### src/common/trans_pkg.sv
// ~~~~~~~~~~~~~~~~~~~~~~~~~~~~~~~~~~~~~~~~~~~~~~~~~~~~~~~~~~~
// word layout and control constants; thresholds limit FIFO depth to 31
// ~~~~~~~~~~~~~~~~~~~~~~~~~~~~~~~~~~~~~~~~~~~~~~~~~~~~~~~~~~~
package trans_pkg;

	// six bit transaction word
	localparam int WORD_W = 6;

	// bit positions inside the word
	localparam int VC_BIT = 5;
	localparam int DEST_BIT = 4;

	// one almost-full threshold, covers a count of 16
	localparam int THR_W = 5;

	// cfg word holds main, vc and dest thresholds
	localparam int CFG_W = 3 * THR_W;
	localparam int CFG_MAIN_LSB = 2 * THR_W;
	localparam int CFG_VC_LSB = THR_W;
	localparam int CFG_DEST_LSB = 0;

	// thresholds right after reset
	localparam logic [THR_W-1:0] DEF_THR_MAIN = 5'd3;
	localparam logic [THR_W-1:0] DEF_THR_VC = 5'd12;
	localparam logic [THR_W-1:0] DEF_THR_DEST = 5'd3;

	// control FSM states
	typedef enum logic [2:0] {
		RESET = 3'd0,
		INIT = 3'd1,
		IDLE = 3'd2,
		ACTIVE = 3'd3,
		// sticky, left only through reset
		ERROR = 3'd4
	} ctrl_state_t;

endpackage

### src/common/fifo_status_if.sv
// ~~~~~~~~~~~~~~~~~~~~~~~~~~~~~~~~~~~~~~~~~~~~~~~~~~~~~~~~~~~
// FIFO status flags, all registered inside the FIFO
// ~~~~~~~~~~~~~~~~~~~~~~~~~~~~~~~~~~~~~~~~~~~~~~~~~~~~~~~~~~~
`timescale 1ns/1ns

interface fifo_status_if;

	logic empty;
	// count at or above the runtime threshold
	logic almost_full;
	logic full;
	// one cycle pulse, push dropped while full
	logic overflow;

	// the FIFO itself
	modport producer (output empty, output almost_full, output full, output overflow);

	// control, arbiter, top level pause
	modport observer (input empty, input almost_full, input full, input overflow);

endinterface

### src/control/trans_ctrl.sv
// ~~~~~~~~~~~~~~~~~~~~~~~~~~~~~~~~~~~~~~~~~~~~~~~~~~~~~~~~~~~
// cfg sampled only in INIT with init high; ERROR held until reset
// ~~~~~~~~~~~~~~~~~~~~~~~~~~~~~~~~~~~~~~~~~~~~~~~~~~~~~~~~~~~
`timescale 1ns/1ns

module trans_ctrl
	import trans_pkg::*;
(
	input  logic             clk,
	input  logic             reset_L,
	input  logic             init,
	input  logic [CFG_W-1:0] cfg,
	fifo_status_if.observer  main_stat,
	fifo_status_if.observer  vc0_stat,
	fifo_status_if.observer  vc1_stat,
	fifo_status_if.observer  d0_stat,
	fifo_status_if.observer  d1_stat,
	output logic [THR_W-1:0] thr_main,
	output logic [THR_W-1:0] thr_vc,
	output logic [THR_W-1:0] thr_dest,
	output logic             active,
	output logic             idle,
	output logic             error
);

	ctrl_state_t state;
	ctrl_state_t state_nxt;
	logic any_ovf;
	logic all_empty;

	// status reduction over the five FIFOs
	assign any_ovf = main_stat.overflow || vc0_stat.overflow || vc1_stat.overflow
		|| d0_stat.overflow || d1_stat.overflow;
	assign all_empty = main_stat.empty && vc0_stat.empty && vc1_stat.empty
		&& d0_stat.empty && d1_stat.empty;

	always_comb begin
		state_nxt = state;
		case (state)
			RESET: state_nxt = INIT;
			INIT: begin
				// overflow wins over init
				if (any_ovf)
					state_nxt = ERROR;
				else if (!init)
					state_nxt = IDLE;
			end
			IDLE, ACTIVE: begin
				if (any_ovf)
					state_nxt = ERROR;
				else if (init)
					state_nxt = INIT;
				else if (all_empty)
					state_nxt = IDLE;
				else
					state_nxt = ACTIVE;
			end
			ERROR: state_nxt = ERROR;
			default: state_nxt = RESET;
		endcase
	end

	always_ff @(posedge clk) begin
		if (!reset_L)
			state <= RESET;
		else
			state <= state_nxt;
	end

	// thresholds, reloaded each cycle init is held
	always_ff @(posedge clk) begin
		if (!reset_L) begin
			thr_main <= DEF_THR_MAIN;
			thr_vc <= DEF_THR_VC;
			thr_dest <= DEF_THR_DEST;
		end else if (state == INIT && init) begin
			thr_main <= cfg[CFG_MAIN_LSB +: THR_W];
			thr_vc <= cfg[CFG_VC_LSB +: THR_W];
			thr_dest <= cfg[CFG_DEST_LSB +: THR_W];
		end
	end

	// one flag per state
	assign idle = (state == IDLE);
	assign active = (state == ACTIVE);
	assign error = (state == ERROR);

	// any FIFO overflow lands in ERROR on the next edge
	a_ovf_to_error: assert property (@(posedge clk) disable iff (!reset_L)
		any_ovf && state != RESET |=> state == ERROR);

endmodule

### src/hdl/pcie_trans.sv
// ~~~~~~~~~~~~~~~~~~~~~~~~~~~~~~~~~~~~~~~~~~~~~~~~~~~~~~~~~~~
// source must stop pushing while pause is high, or words are lost
// ~~~~~~~~~~~~~~~~~~~~~~~~~~~~~~~~~~~~~~~~~~~~~~~~~~~~~~~~~~~
`timescale 1ns/1ns

module pcie_trans
	import trans_pkg::*;
#(
	parameter int MAIN_DEPTH = 4,
	parameter int VC_DEPTH = 16,
	parameter int DEST_DEPTH = 4
) (
	input  logic              clk,
	input  logic              reset_L,
	input  logic              init,
	input  logic [CFG_W-1:0]  cfg,
	input  logic [WORD_W-1:0] in_data,
	input  logic              in_push,
	output logic              pause,
	output logic [WORD_W-1:0] out0_data,
	output logic              out0_valid,
	input  logic              out0_ready,
	output logic [WORD_W-1:0] out1_data,
	output logic              out1_valid,
	input  logic              out1_ready,
	output logic              active,
	output logic              idle,
	output logic              error
);

	fifo_status_if main_st ();
	fifo_status_if vc0_st ();
	fifo_status_if vc1_st ();
	fifo_status_if d0_st ();
	fifo_status_if d1_st ();

	logic [THR_W-1:0] thr_main;
	logic [THR_W-1:0] thr_vc;
	logic [THR_W-1:0] thr_dest;

	// main FIFO to vc split
	logic [WORD_W-1:0] m_data;
	logic m_valid, m_ready;
	// vc split to vc FIFOs
	logic [WORD_W-1:0] s1_0_data, s1_1_data;
	logic s1_0_valid, s1_0_ready, s1_1_valid, s1_1_ready;
	// vc FIFOs to arbiter
	logic [WORD_W-1:0] v0_data, v1_data;
	logic v0_valid, v0_ready, v1_valid, v1_ready;
	// arbiter to dest split
	logic [WORD_W-1:0] a_data;
	logic a_valid, a_ready;
	// dest split to dest FIFOs
	logic [WORD_W-1:0] s2_0_data, s2_1_data;
	logic s2_0_valid, s2_0_ready, s2_1_valid, s2_1_ready;

	assign pause = main_st.almost_full;

	// push-only FIFO inputs, ready while there is room
	assign s1_0_ready = !vc0_st.full;
	assign s1_1_ready = !vc1_st.full;
	assign s2_0_ready = !d0_st.full;
	assign s2_1_ready = !d1_st.full;

	trans_fifo #(.DEPTH(MAIN_DEPTH)) main_fifo (.clk, .reset_L, .in_data, .in_push,
		.out_data(m_data), .out_valid(m_valid), .out_ready(m_ready),
		.afull_thr(thr_main), .status(main_st));

	route_split #(.SEL_BIT(VC_BIT)) vc_split (.clk, .reset_L,
		.in_data(m_data), .in_valid(m_valid), .in_ready(m_ready),
		.out0_data(s1_0_data), .out0_valid(s1_0_valid), .out0_ready(s1_0_ready),
		.out1_data(s1_1_data), .out1_valid(s1_1_valid), .out1_ready(s1_1_ready));

	trans_fifo #(.DEPTH(VC_DEPTH)) vc0_fifo (.clk, .reset_L, .in_data(s1_0_data),
		.in_push(s1_0_valid && s1_0_ready), .out_data(v0_data), .out_valid(v0_valid),
		.out_ready(v0_ready), .afull_thr(thr_vc), .status(vc0_st));

	trans_fifo #(.DEPTH(VC_DEPTH)) vc1_fifo (.clk, .reset_L, .in_data(s1_1_data),
		.in_push(s1_1_valid && s1_1_ready), .out_data(v1_data), .out_valid(v1_valid),
		.out_ready(v1_ready), .afull_thr(thr_vc), .status(vc1_st));

	vc_arbiter arb (.clk, .reset_L,
		.vc0_data(v0_data), .vc0_valid(v0_valid), .vc0_ready(v0_ready),
		.vc1_data(v1_data), .vc1_valid(v1_valid), .vc1_ready(v1_ready),
		.d0_stat(d0_st), .d1_stat(d1_st),
		.out_data(a_data), .out_valid(a_valid), .out_ready(a_ready));

	route_split #(.SEL_BIT(DEST_BIT)) dest_split (.clk, .reset_L,
		.in_data(a_data), .in_valid(a_valid), .in_ready(a_ready),
		.out0_data(s2_0_data), .out0_valid(s2_0_valid), .out0_ready(s2_0_ready),
		.out1_data(s2_1_data), .out1_valid(s2_1_valid), .out1_ready(s2_1_ready));

	trans_fifo #(.DEPTH(DEST_DEPTH)) d0_fifo (.clk, .reset_L, .in_data(s2_0_data),
		.in_push(s2_0_valid && s2_0_ready), .out_data(out0_data),
		.out_valid(out0_valid), .out_ready(out0_ready),
		.afull_thr(thr_dest), .status(d0_st));

	trans_fifo #(.DEPTH(DEST_DEPTH)) d1_fifo (.clk, .reset_L, .in_data(s2_1_data),
		.in_push(s2_1_valid && s2_1_ready), .out_data(out1_data),
		.out_valid(out1_valid), .out_ready(out1_ready),
		.afull_thr(thr_dest), .status(d1_st));

	trans_ctrl ctrl (.clk, .reset_L, .init, .cfg,
		.main_stat(main_st), .vc0_stat(vc0_st), .vc1_stat(vc1_st),
		.d0_stat(d0_st), .d1_stat(d1_st),
		.thr_main, .thr_vc, .thr_dest, .active, .idle, .error);

endmodule

### src/hdl/route_split.sv
// ~~~~~~~~~~~~~~~~~~~~~~~~~~~~~~~~~~~~~~~~~~~~~~~~~~~~~~~~~~~
// one word register, output picked by bit SEL_BIT of that word
// ~~~~~~~~~~~~~~~~~~~~~~~~~~~~~~~~~~~~~~~~~~~~~~~~~~~~~~~~~~~
`timescale 1ns/1ns

module route_split
	import trans_pkg::*;
#(
	parameter int SEL_BIT = WORD_W - 1
) (
	input  logic              clk,
	input  logic              reset_L,
	input  logic [WORD_W-1:0] in_data,
	input  logic              in_valid,
	output logic              in_ready,
	output logic [WORD_W-1:0] out0_data,
	output logic              out0_valid,
	input  logic              out0_ready,
	output logic [WORD_W-1:0] out1_data,
	output logic              out1_valid,
	input  logic              out1_ready
);

	logic [WORD_W-1:0] hold_data;
	logic hold_valid;
	logic drain;

	// both sides see the same word, only one sees valid
	assign out0_data = hold_data;
	assign out1_data = hold_data;
	assign out0_valid = hold_valid && !hold_data[SEL_BIT];
	assign out1_valid = hold_valid && hold_data[SEL_BIT];

	assign drain = (out0_valid && out0_ready) || (out1_valid && out1_ready);
	// take a new word when empty or emptying this cycle
	assign in_ready = !hold_valid || drain;

	always_ff @(posedge clk) begin
		if (!reset_L)
			hold_valid <= 1'b0;
		else if (in_ready)
			hold_valid <= in_valid;
	end

	// payload only
	always_ff @(posedge clk) begin
		if (in_valid && in_ready)
			hold_data <= in_data;
	end

	// upstream keeps an offered word until it is taken
	a_in_hold: assert property (@(posedge clk) disable iff (!reset_L)
		in_valid && !in_ready |=> in_valid && $stable(in_data));

endmodule

### src/hdl/trans_fifo.sv
// ~~~~~~~~~~~~~~~~~~~~~~~~~~~~~~~~~~~~~~~~~~~~~~~~~~~~~~~~~~~
// push-only input, no back-pressure; a push while full is dropped
// DEPTH at most 31 so the count fits the threshold width
// ~~~~~~~~~~~~~~~~~~~~~~~~~~~~~~~~~~~~~~~~~~~~~~~~~~~~~~~~~~~
`timescale 1ns/1ns

module trans_fifo
	import trans_pkg::*;
#(
	parameter int DEPTH = 4
) (
	input  logic              clk,
	input  logic              reset_L,
	input  logic [WORD_W-1:0] in_data,
	input  logic              in_push,
	output logic [WORD_W-1:0] out_data,
	output logic              out_valid,
	input  logic              out_ready,
	input  logic [THR_W-1:0]  afull_thr,
	fifo_status_if.producer   status
);

	localparam int AW = (DEPTH > 1) ? $clog2(DEPTH) : 1;
	localparam int CW = $clog2(DEPTH + 1);

	logic [WORD_W-1:0] mem [DEPTH];
	logic [AW-1:0] wr_ptr;
	logic [AW-1:0] rd_ptr;
	logic [CW-1:0] count;
	logic [CW-1:0] count_nxt;
	logic do_push;
	logic do_pop;

	// head word straight from the array, valid one cycle after its write
	assign out_data = mem[rd_ptr];
	assign out_valid = !status.empty;

	assign do_pop = out_valid && out_ready;
	// a pop in the same cycle frees a slot
	assign do_push = in_push && (!status.full || do_pop);

	always_comb begin
		count_nxt = count;
		if (do_push && !do_pop)
			count_nxt = count + 1'b1;
		else if (!do_push && do_pop)
			count_nxt = count - 1'b1;
	end

	// word storage
	always_ff @(posedge clk) begin
		if (do_push)
			mem[wr_ptr] <= in_data;
	end

	always_ff @(posedge clk) begin
		if (!reset_L) begin
			wr_ptr <= '0;
			rd_ptr <= '0;
			count <= '0;
			status.empty <= 1'b1;
			status.full <= 1'b0;
			status.almost_full <= 1'b0;
			status.overflow <= 1'b0;
		end else begin
			// wrap by compare, works for any depth
			if (do_push)
				wr_ptr <= (wr_ptr == AW'(DEPTH - 1)) ? '0 : wr_ptr + 1'b1;
			if (do_pop)
				rd_ptr <= (rd_ptr == AW'(DEPTH - 1)) ? '0 : rd_ptr + 1'b1;
			count <= count_nxt;
			// flags follow the new count at the same edge
			status.empty <= (count_nxt == '0);
			status.full <= (count_nxt == CW'(DEPTH));
			status.almost_full <= (THR_W'(count_nxt) >= afull_thr);
			// word lost, nothing popped to make room
			status.overflow <= in_push && status.full && !do_pop;
		end
	end

	// occupancy bound
	a_count_bound: assert property (@(posedge clk) disable iff (!reset_L)
		count <= CW'(DEPTH));

	// stalled head word must not move or change
	a_head_stable: assert property (@(posedge clk) disable iff (!reset_L)
		out_valid && !out_ready |=> out_valid && $stable(out_data));

endmodule

### src/hdl/vc_arbiter.sv
// ~~~~~~~~~~~~~~~~~~~~~~~~~~~~~~~~~~~~~~~~~~~~~~~~~~~~~~~~~~~
// strict VC0 priority; VC1 can starve while VC0 keeps data
// ~~~~~~~~~~~~~~~~~~~~~~~~~~~~~~~~~~~~~~~~~~~~~~~~~~~~~~~~~~~
`timescale 1ns/1ns

module vc_arbiter
	import trans_pkg::*;
(
	input  logic              clk,
	input  logic              reset_L,
	input  logic [WORD_W-1:0] vc0_data,
	input  logic              vc0_valid,
	output logic              vc0_ready,
	input  logic [WORD_W-1:0] vc1_data,
	input  logic              vc1_valid,
	output logic              vc1_ready,
	fifo_status_if.observer   d0_stat,
	fifo_status_if.observer   d1_stat,
	output logic [WORD_W-1:0] out_data,
	output logic              out_valid,
	input  logic              out_ready
);

	logic free;
	logic grant_ok;
	logic take0;
	logic take1;

	// register empty or being drained
	assign free = !out_valid || out_ready;
	// either destination near full stops both VCs
	assign grant_ok = free && !d0_stat.almost_full && !d1_stat.almost_full;

	assign vc0_ready = grant_ok;
	// vc1 only when vc0 has nothing
	assign vc1_ready = grant_ok && !vc0_valid;

	assign take0 = vc0_valid && vc0_ready;
	assign take1 = vc1_valid && vc1_ready;

	always_ff @(posedge clk) begin
		if (!reset_L)
			out_valid <= 1'b0;
		else if (free)
			out_valid <= take0 || take1;
	end

	always_ff @(posedge clk) begin
		if (take0)
			out_data <= vc0_data;
		else if (take1)
			out_data <= vc1_data;
	end

	// destination FIFOs never pushed past full
	a_dest_no_ovf: assert property (@(posedge clk) disable iff (!reset_L)
		!d0_stat.overflow && !d1_stat.overflow);

endmodule

### config.mk
export PLATFORM = sky130hd
export DESIGN_NAME = pcie_trans
export DESIGN_NICKNAME = d
export VERILOG_FILES = /design/src/common/trans_pkg.sv /design/src/common/fifo_status_if.sv /design/src/control/trans_ctrl.sv /design/src/hdl/pcie_trans.sv /design/src/hdl/route_split.sv /design/src/hdl/trans_fifo.sv /design/src/hdl/vc_arbiter.sv
export SDC_FILE = /design/constraint.sdc
export NUM_CORES = 1
export LEC_CHECK = 0
export BUFFER_PORTS_ARGS = -buffer_cell sky130_fd_sc_hd__clkbuf_2
export CAP_MARGIN = 10
export CORE_ASPECT_RATIO = 1.75
export CORE_MARGIN = 4
export CORE_UTILIZATION = 52
export DETAILED_ROUTE_END_ITERATION = 12
export PLACE_DENSITY_LB_ADDON = 0.25
export SLEW_MARGIN = 20
export SYNTH_ARGS = -nofsm -noshare
export SYNTH_HDL_FRONTEND = slang
export SYNTH_SLANG_ARGS = --single-unit
### constraint.sdc
create_clock -name clk -period 6.5 [get_ports clk]
set_clock_uncertainty 0.15 [all_clocks]
set_input_delay 1.3 -clock clk [delete_from_list [all_inputs] [get_ports clk]]
set_output_delay 1.3 -clock clk [all_outputs]
set_load 0.02 [all_outputs]
==> results of run 1 <==
-- per-layer routing --
layer,wire length [um],track usage
met4,1024,0.07241
met2,14910,0.3223
met3,711,0.02512
met1,9717,0.1903
met5,0,0
-- registers in the layout, summed over array words and instances, names as in the netlist, 3 cells and up, named ones only --
signal and count:
dest_split.out0_data 6, vc1_fifo.rd_ptr 4, vc0_fifo.rd_ptr 4, d0_fifo.mem 24, d0_fifo.count 3, vc1_fifo.count 5, vc0_fifo.count 5, ctrl.state 3
vc1_fifo.mem 96, main_fifo.count 3, vc0_fifo.mem 96, vc0_fifo.wr_ptr 4, vc1_fifo.wr_ptr 4, d1_fifo.count 3, vc_split.out0_data 6, d1_fifo.mem 24
ctrl.thr_main 5, main_fifo.mem 24, arb.out_data 6, ctrl.thr_dest 5
-- area by class of cell --
type                    count  area [sq um]  share of cell area
flip-flops and latches    375         10330              0.6112
multi-input cells         525          4591              0.2716
clock buffers              44         980.9             0.05804
well taps                 378         473.0             0.02798
repair buffers             47         255.2             0.01510
clock inverters            20         155.1            0.009180
inverters                  31         116.4            0.006885
-- cells in the final DEF, fill, tap and decap left out, types with 4 or more instances in the layout --
cell type     n
clkinvlp_4    4
a21oi_1      43
mux4_2       72
clkbuf_2     39
nor2b_1       5
edfxtp_1    282
a21o_1        4
nand3b_1      4
clkinv_2      9
xor2_1        9
xnor2_1      10
inv_1        30
nand3_1       8
dfxtp_1      93
o211ai_1      5
mux2_2        8
nand2_1      76
mux2i_1      12
o21ai_0      21
nor3b_1       7
clkbuf_16    36
conb_1        4
nor3_1       16
a311oi_1      6
nor2_1       57
and2_1       34
or3_1         8
clkbuf_8      5
and3_1        5
buf_4         8
nand2b_1     10
ha_1         44
-- kinds of logic (layout without fill, tap and decap cells) --
family                     count (synthesis)  in the layout  share of synthesized area
adders and majority gates                 44             44                    0.03625
buffers and inverters                     70            142                    0.01854
muxes                                     95             95                     0.1235
other                                      1              4                  0.0002469
and+or+nand+nor                          255            255                    0.08569
xor gates and xnor gates                  19             19                    0.01096
AOI/OAI and AO/OA                        108            108                    0.04458
DFF                                      375            375                     0.6802
-- power groups by stage --
| stage | clock network, mW | logic, mW | registers (mW) |
|---|---|---|---|
| floorplan | 0 | 1.06 | 3.11 |
| global placement | 0 | 1.32 | 3.20 |
| detailed placement | 0 | 1.34 | 3.22 |
| CTS | 2.03 | 1.35 | 3.17 |
| global route | 2.12 | 1.48 | 3.20 |
| finish | 1.98 | 1.32 | 3.16 |
-- worst max path at each step --
| stage | endpoint | slack, ns |
|---|---|---|
| global route | main_fifo.status.almost_full$_SDFF_PN0_ | 2.86 |
| floorplan | main_fifo.status.almost_full$_SDFF_PN0_ | 3.31 |
| detailed placement | main_fifo.status.almost_full$_SDFF_PN0_ | 3.07 |
| finish | main_fifo.status.almost_full$_SDFF_PN0_ | 3.06 |
| CTS | main_fifo.status.almost_full$_SDFF_PN0_ | 3.05 |
| global placement | main_fifo.status.almost_full$_SDFF_PN0_ | 3.12 |
-- per-stage QoR --
stage               cells  power [mW]
floorplan             970       4.178
global placement     1356       4.520
detailed placement   1356       4.564
CTS                  1420       6.547
global route         1420       6.794
finish               1420       6.465
-- critical path: cells and delay by family, from the launching register on --
kind | cells | cell delay [ns]
simple gates | 4 | 0.60
flops | 1 | 0.32
fa+ha+maj | 1 | 0.28
mux | 1 | 0.41
compound gates | 4 | 0.80
buf+inv | 2 | 0.75
==> results.cfg, run 1 <==
[outcome]
outcome = complete, no violations

[global_routing]
first_global_vias = 8040
antenna_found_initial = 0
grt_start_max_net_pins = 49
grt_first_pass_wirelength_mm = 42.62
grtUsageTotal = 0.1716
overflow = 0

[final_layout]
final_nets = 1086
final.fill_count = 2233
diodes = 0
fin_util = 0.5883
syn_to_final_growth_pct = 11.30
post-route-cell-area_sq_um = 16900
drive_gt1_frac = 0.1939

[detailed_routing]
viasPerCell = 5.511
drc = 0
wl_per_cell_um = 18.57
ant_nets = 0
drtPass1Iterations = 5
drt-total-wl_mm = 26.37
vias = 7825
drtIter0Drc = 409

[power_and_ir_drop]
power_density_nw_per_um2 = 382.5
power_frac_seq = 0.489
cellLeakagePower_nw = 5.752
p_sw_frac = 0.2808
cell_internal_pwr_mw = 4.650
p_comb_frac = 0.205
ir_worst_vdd_v = 0.0002938
p_sw_mw = 1.816
p_clk_frac = 0.306

[synthesis]
synth_common_cells = 282 x edfxtp_1, 93 x dfxtp_1, 76 x nand2_1, 72 x mux4_2, 57 x nor2_1
yosysTopAreaCell = edfxtp_1
synth_edf_count = 282
ys.flop_type = edfxtp_1
synth_top_cell_area_share = 0.5576
syn_area_sq_um = 15190
synth_warnings = 0
ys_seq_elements = 375
yosysUniqueCellTypes = 65
async_flop_share = 0
ys_seq_area_frac = 0.6802
synth_area_per_cell_sq_um = 15.70
ys_top_cells_by_area = edfxtp_1 56%, dfxtp_1 12%, mux4_2 11%, ha_1 3.6%, nand2_1 1.9%
synthCells = 967
synth.most_common_cell = edfxtp_1

[clocking]
cts_tree = done
ctsHoldBuffers = 0
cts_resized = 0
clock_path_buffers = 3
clockRootBuffer = clkbuf_16
clkLatencyLatePin_ns = 0.52
htreeDepth = 2
clkTransAtPathRegs_ns = 0.06
cts_setup_buffers = 0
cts.sinks = 375
numCtsBuffers = 35

[floorplanning]
ioPinCount = 45
coreArea_sq_um = 28730
die_w_um = 137.2
rows = 82
initial_utilization = 0.5286
die_h_um = 234.1
die_area_sq_um = 32110

[setup_path]
max_stage_delay_ns = 0.41
r2r_cells = 12
worstPathCellList = buf_4 > mux2_2 > a21o_2 > inv_1 > nor3b_1 > o21a_1 > or2_2 > ha_1 > nand2b_1 > a21o_1 > a21oi_1 > nor4_1
end_kind = flip-flop
startpoint = vc_split.out0_data[5]$_DFFE_PP_
r2r_end = main_fifo.status.almost_full$_SDFF_PN0_
r2r-start = vc_split.out0_data[5]$_DFFE_PP_
crit_slowest_cell = mux2_2
critPathMaxFanout = 37
r2r_setup_slack_ns = 3.06
arrival_ns = 3.68
crit_required_ns = 6.74
crit_type = reg -> reg
start_kind = flip-flop

[sta]
fin_tns_setup_ns = 0
slew_headroom = 0.2766
holdWs_ns = 0.2690
fin_crit_ns = 3.438
tightest_slew_ns = 1.085
slew_violations = 0
setup_viol = 0
fin_ws_ns = 3.062
rsz0062_at_grt = false
hold_viol_final = 0
max_freq_mhz = 290.9
period_share = 0.5289

[placed_design]
gp_congestion = 0.7766
io_buffers = 39
hpwl_mm = 18.06
pre_cts_slack_ns = 3.068
place_area_sq_um = 15760

[flow_run]
drv_cap = 0

[hold_path]
worstHoldEndpoint = dest_split.out0_data[1]$_DFFE_PP_
hold_class = reg -> reg
min_from = arb.out_data[1]$_DFFE_PP_
hold_depth = 0
Note: power is estimated with default switching activity, not from simulation.
==> inputs of run 2 (changes only) <==
==> constraint.sdc (replaced) <==
create_clock -name clk -period 3.1 [get_ports clk]
set_clock_uncertainty 0.15 [all_clocks]
set_input_delay 0.62 -clock clk [delete_from_list [all_inputs] [get_ports clk]]
set_output_delay 0.62 -clock clk [all_outputs]
set_load 0.02 [all_outputs]
==> run 2 against run 1 <==
Core utilization up 0.52 points. Clock-buffer cell count up 3. Register-to-register slack worse by 2.6 ns. Combinational power up 120%. Hold slack worse by 0.12 ns. Sequential share of layout area down 0.54 points. Final cell count up 0.77%. Die area unchanged. Largest cell class unchanged.
==> results.cfg, run 2 (synthesized netlist as in run 1, its figures left out) <==
[outcome]
outcome = complete, no violations

[power_and_ir_drop]
power_mw = 13.71
p_sw_frac = 0.2803
cell_internal_pwr_mw = 9.867
power_frac_seq = 0.481
cellLeakagePower_nw = 5.834
p_sw_mw = 3.842
ir_worst_vdd_v = 0.0005857
p_clk_frac = 0.305
p_comb_frac = 0.214
power_density_nw_per_um2 = 804.0

[sta]
setup_viol = 0
rsz0062_at_grt = false
max_freq_mhz = 375.7
fin_crit_ns = 2.662
fin_tns_setup_ns = 0
slew_headroom = 0.2979
tightest_slew_ns = 1.053
slew_violations = 0
fin_ws_ns = 0.4385
hold_viol_final = 0
period_share = 0.8586

[floorplanning]
coreArea_sq_um = 28730
ioPinCount = 45
die_area_sq_um = 32110
die_h_um = 234.1
initial_utilization = 0.5286
rows = 82
die_w_um = 137.2

[final_layout]
reg.largest.list = vc0_fifo.mem: 96 flops, vc1_fifo.mem: 96 flops
final_nets = 1098
final.fill_count = 2241
mostFrequentLayoutCells = 282 x edfxtp_1, 93 x dfxtp_1, 76 x nand2_1, 72 x mux4_2, 57 x nor2_1
syn_to_final_growth_pct = 12.29
drive_gt1_frac = 0.1985
diodes = 0
final_common_cell = edfxtp_1

[setup_path]
max_stage_delay_ns = 0.40
critPathTopFamily = compound AO/OA/AOI/OAI gates
crit_buf_inv = 1
end_kind = flip-flop
critPathMaxFanout = 7
arrival_ns = 2.93
crit_slowest_cell = edfxtp_1
start_kind = flip-flop
worstPathCellList = mux2_4 > a21o_4 > inv_1 > nor3b_1 > o21a_1 > or2_2 > ha_1 > nand2b_1 > a21o_1 > a21oi_1 > nor4_1
crit_required_ns = 3.37
crit_type = reg -> reg

[global_routing]
overflow = 0
antenna_found_initial = 0
grt_start_max_net_pins = 37
grt_first_pass_wirelength_mm = 43.78
first_global_vias = 8196
grtUsageTotal = 0.1768

[detailed_routing]
drc = 0
drt-total-wl_mm = 26.87
drtPass1Iterations = 5
wl_per_cell_um = 18.78
drtIter0Drc = 472
vias = 7874
viasPerCell = 5.502
ant_nets = 0

[placed_design]
io_buffers = 39
gp_congestion = 0.7722
hpwl_mm = 18.48
pre_cts_slack_ns = 0.3873

[clocking]
numCtsBuffers = 34
clkLatencyLatePin_ns = 0.53
cts.sinks = 375
cts_setup_buffers = 0
clock_path_buffers = 3
htreeDepth = 2
cts_tree = done
clkTransAtPathRegs_ns = 0.07
clockRootBuffer = clkbuf_16
ctsHoldBuffers = 0
cts_resized = 0

[flow_run]
drv_cap = 0

[hold_path]
hold_class = in -> reg
## run 2: cell count changes in the layout (fill, tap and decap cells not counted), sizes merged
cell	previous run	this run
buf	8	21
bufinv	1	2
clkbuf	83	86
clkinv	13	8
clkinvlp	4	2
inv	33	34
## run 2: routing by layer
metal  share of wire  global-route usage  vias to the layer above
met5               0                   0                        -
li1                -                   -                     3796
met4           0.037             0.07272                        0
met1            0.37              0.1975                     3915
met2            0.57              0.3317                      110
met3           0.026             0.02576                       53
## run 2: area by class of cell
class / count / area [sq um] / share of cell area
Sequential cell: 375 / 10330 / 0.6058
Multi-Input combinational cell: 525 / 4596 / 0.2695
Clock buffer: 47 / 970.9 / 0.05694
Tap cell: 378 / 473.0 / 0.02774
Timing Repair Buffer: 60 / 410.4 / 0.02407
Clock inverter: 15 / 155.1 / 0.009099
Inverter: 31 / 116.4 / 0.006824
## run 2: tightest hold or removal path: cells and delay by family
kind | cells | cell delay [ns]
AND/OR/NAND/NOR | 2 | 0.10
buffers and inverters | 1 | 0.07
## run 2: metrics by stage
stage	instances	hold WS, ns	util	area [sq um]
after floorplan	970	0.2496	-	15210
after detailed placement	1368	0.2559	0.5538	15910
after global placement	1368	0.2554	0.5538	15910
final	1431	0.1510	0.5936	17050
after CTS	1430	0.1268	0.5930	17040
after global routing	1431	0.1449	0.5936	17050
## run 2: worst paths after layout
check,startpoint,end,slack [ns],cells after the start
max,vc_split.out0_data[5]$_DFFE_PP_,main_fifo.status.almost_full$_SDFF_PN0_,0.44,11
min,cfg[0],ctrl.thr_dest[0]$_SDFFE_PN1P_,0.15,3
max reg2reg,vc_split.out0_data[5]$_DFFE_PP_,main_fifo.status.almost_full$_SDFF_PN0_,0.44,11
min reg2reg,arb.out_data[3]$_DFFE_PP_,dest_split.out0_data[3]$_DFFE_PP_,0.27,0
## run 2: power groups by stage
| stage | Combinational (mW) | Clock, mW | Sequential (mW) |
|---|---|---|---|
| final | 2.93 | 4.19 | 6.59 |
| after global routing | 3.25 | 4.48 | 6.67 |
| after CTS | 2.96 | 4.28 | 6.62 |
| after detailed placement | 2.94 | 0 | 6.73 |
| after global placement | 2.89 | 0 | 6.69 |
| after floorplan | 2.24 | 0 | 6.53 |
==> inputs of run 3 (changes only) <==
--- a/config.mk
+++ b/config.mk
@@ -7,9 +7,11 @@
 export LEC_CHECK = 0
 export BUFFER_PORTS_ARGS = -buffer_cell sky130_fd_sc_hd__clkbuf_2
 export CAP_MARGIN = 10
+export CELL_PAD_IN_SITES_DETAIL_PLACEMENT = 1
+export CELL_PAD_IN_SITES_GLOBAL_PLACEMENT = 1
 export CORE_ASPECT_RATIO = 1.75
 export CORE_MARGIN = 4
-export CORE_UTILIZATION = 52
+export CORE_UTILIZATION = 48
 export DETAILED_ROUTE_END_ITERATION = 12
 export PLACE_DENSITY_LB_ADDON = 0.25
 export SLEW_MARGIN = 20
==> run 3 against run 2 <==
Final cell count increased by 0.98%. Clock power shrank 1%. Core utilization is 4.3 points lower. Critical endpoint unchanged. Largest cell class unchanged. Largest power group unchanged.
==> results.cfg, run 3 (synthesized netlist as in run 1, its figures left out) <==
[detailed_routing]
drt-total-wl_mm = 29.43
wl_per_cell_um = 20.37
drtIter0Drc = 314
ant_nets = 0
drc = 0
vias = 7997
drtPass1Iterations = 6
viasPerCell = 5.534

[global_routing]
grtUsageMet2 = 0.3445
antenna_found_initial = 0
use_met3 = 0.02217
grt.busiest_layer = met2
first_global_vias = 8876
grtUsageTotal = 0.1766
grt_start_max_net_pins = 37
use_met1 = 0.1963
overflow = 0
grt_first_pass_wirelength_mm = 48.16

[setup_path]
crit_required_ns = 3.35
crit_type = reg -> reg
r2r_cells = 11
arrival_ns = 2.92
r2r_end = main_fifo.status.almost_full$_SDFF_PN0_
end_kind = flip-flop
r2r-start = vc_split.out0_data[5]$_DFFE_PP_
start_kind = flip-flop
critPathMaxFanout = 7
r2r_setup_slack_ns = 0.43

[clocking]
cts_resized = 0
clkTransAtPathRegs_ns = 0.06
clockRootBuffer = clkbuf_16
clock_path_buffers = 3
cts_setup_buffers = 0
clkLatencyLatePin_ns = 0.52
htreeDepth = 2
cts.sinks = 375
ctsHoldBuffers = 0
cts_tree = done
numCtsBuffers = 35

[floorplanning]
ioPinCount = 45
initial_utilization = 0.4907
rows = 85
die_w_um = 142.5
die_h_um = 243.3
die_area_sq_um = 34660
coreArea_sq_um = 30950

[sta]
rsz0062_at_grt = false
max_freq_mhz = 375.2
setup_viol = 0
hold_viol_final = 0
fin_tns_setup_ns = 0
slew_headroom = 0.2929
tightest_slew_ns = 1.061
fin_ws_ns = 0.4349
fin_crit_ns = 2.665
slew_violations = 0
period_share = 0.8597

[placed_design]
gp_congestion = 0.7585
pre_cts_slack_ns = 0.3851
io_buffers = 39
hpwl_mm = 20.59

[final_layout]
reg.largest.list = vc0_fifo.mem: 96 flops, vc1_fifo.mem: 96 flops
mostFrequentLayoutCells = 282 x edfxtp_1, 93 x dfxtp_1, 76 x nand2_1, 72 x mux4_2, 57 x nor2_1
drive_gt1_frac = 0.1973
syn_to_final_growth_pct = 12.24
diodes = 0
final_common_cell = edfxtp_1
final_nets = 1102

[hold_path]
min_from = init
hold_class = in -> reg
worstHoldEndpoint = ctrl.state[1]$_SDFFE_PN0P_
hold_depth = 2

[flow_run]
drv_cap = 0

[outcome]
outcome = complete, no violations

[power_and_ir_drop]
cellLeakagePower_nw = 5.831
ir_worst_vdd_v = 0.0006128
power_density_nw_per_um2 = 806.1
power_mw = 13.74
[run 3: cell types whose count changed in the layout (fill, tap and decap cells not counted), sizes merged]
cell	previous run	this run
buf	21	24
bufinv	2	3
clkbuf	86	83
clkinv	8	9
clkinvlp	2	1
[run 3: area by class of cell]
cell class                      count  area, sq um
Sequential cell                   375        10330
Multi-Input combinational cell    525         4596
Clock inverter                     16        167.7
Fill cell                        2895        13900
Tap cell                          391        489.2
Timing Repair Buffer               63        415.4
Inverter                           31        116.4
Clock buffer                       44        930.9
[run 3: power by group]
| group | internal, mW | total [mW] | switching [mW] | leakage (nW) |
|---|---|---|---|---|
| Combinational | 1.37 | 3.00 | 1.63 | 1.98 |
| Clock | 2.39 | 4.15 | 1.76 | 0.540 |
| Sequential | 6.11 | 6.59 | 0.478 | 3.31 |
| Total | 9.87 | 13.7 | 3.87 | 5.83 |
[run 3: layer usage]
metal | wire length [um] | up-vias
met5 | 0 | -
met4 | 671 | 0
met3 | 601 | 44
met2 | 17120 | 80
met1 | 11040 | 4072
li1 | - | 3801
[run 3: worst max path at each step]
| stage | from | endpoint | slack [ns] |
|---|---|---|---|
| after global routing | vc_split.out0_data[5]$_DFFE_PP_ | main_fifo.status.almost_full$_SDFF_PN0_ | 0.25 |
| after floorplan | vc_split.out0_data[5]$_DFFE_PP_ | main_fifo.status.almost_full$_SDFF_PN0_ | 0.003 |
| after detailed placement | in_push | main_fifo.status.almost_full$_SDFF_PN0_ | 0.39 |
| final | vc_split.out0_data[5]$_DFFE_PP_ | main_fifo.status.almost_full$_SDFF_PN0_ | 0.43 |
| after global placement | in_push | main_fifo.status.almost_full$_SDFF_PN0_ | 0.44 |
| after CTS | vc_split.out0_data[5]$_DFFE_PP_ | main_fifo.status.almost_full$_SDFF_PN0_ | 0.41 |
[run 3: per-stage QoR]
step           instance area, sq um  cells    util  hold WS, ns
6_report                      17050   1445  0.5508       0.1671
4_1_cts                       17020   1443  0.5498       0.1392
3_5_place_dp                  15920   1383  0.5143       0.2565
5_1_grt                       17050   1445  0.5508       0.1648
3_3_place_gp                  15920   1383  0.5143       0.2527
2_1_floorplan                 15210    970       -       0.2496
[run 3: critical path, cell delays in order (launching register included)]
cell and delay, ns:
edfxtp_1 0.40, mux2_4 0.34, a21o_4 0.24, inv_1 0.07, nor3b_1 0.06, o21a_1 0.20
or2_2 0.28, ha_1 0.28, nand2b_1 0.14, a21o_1 0.17, a21oi_1 0.14, nor4_1 0.06
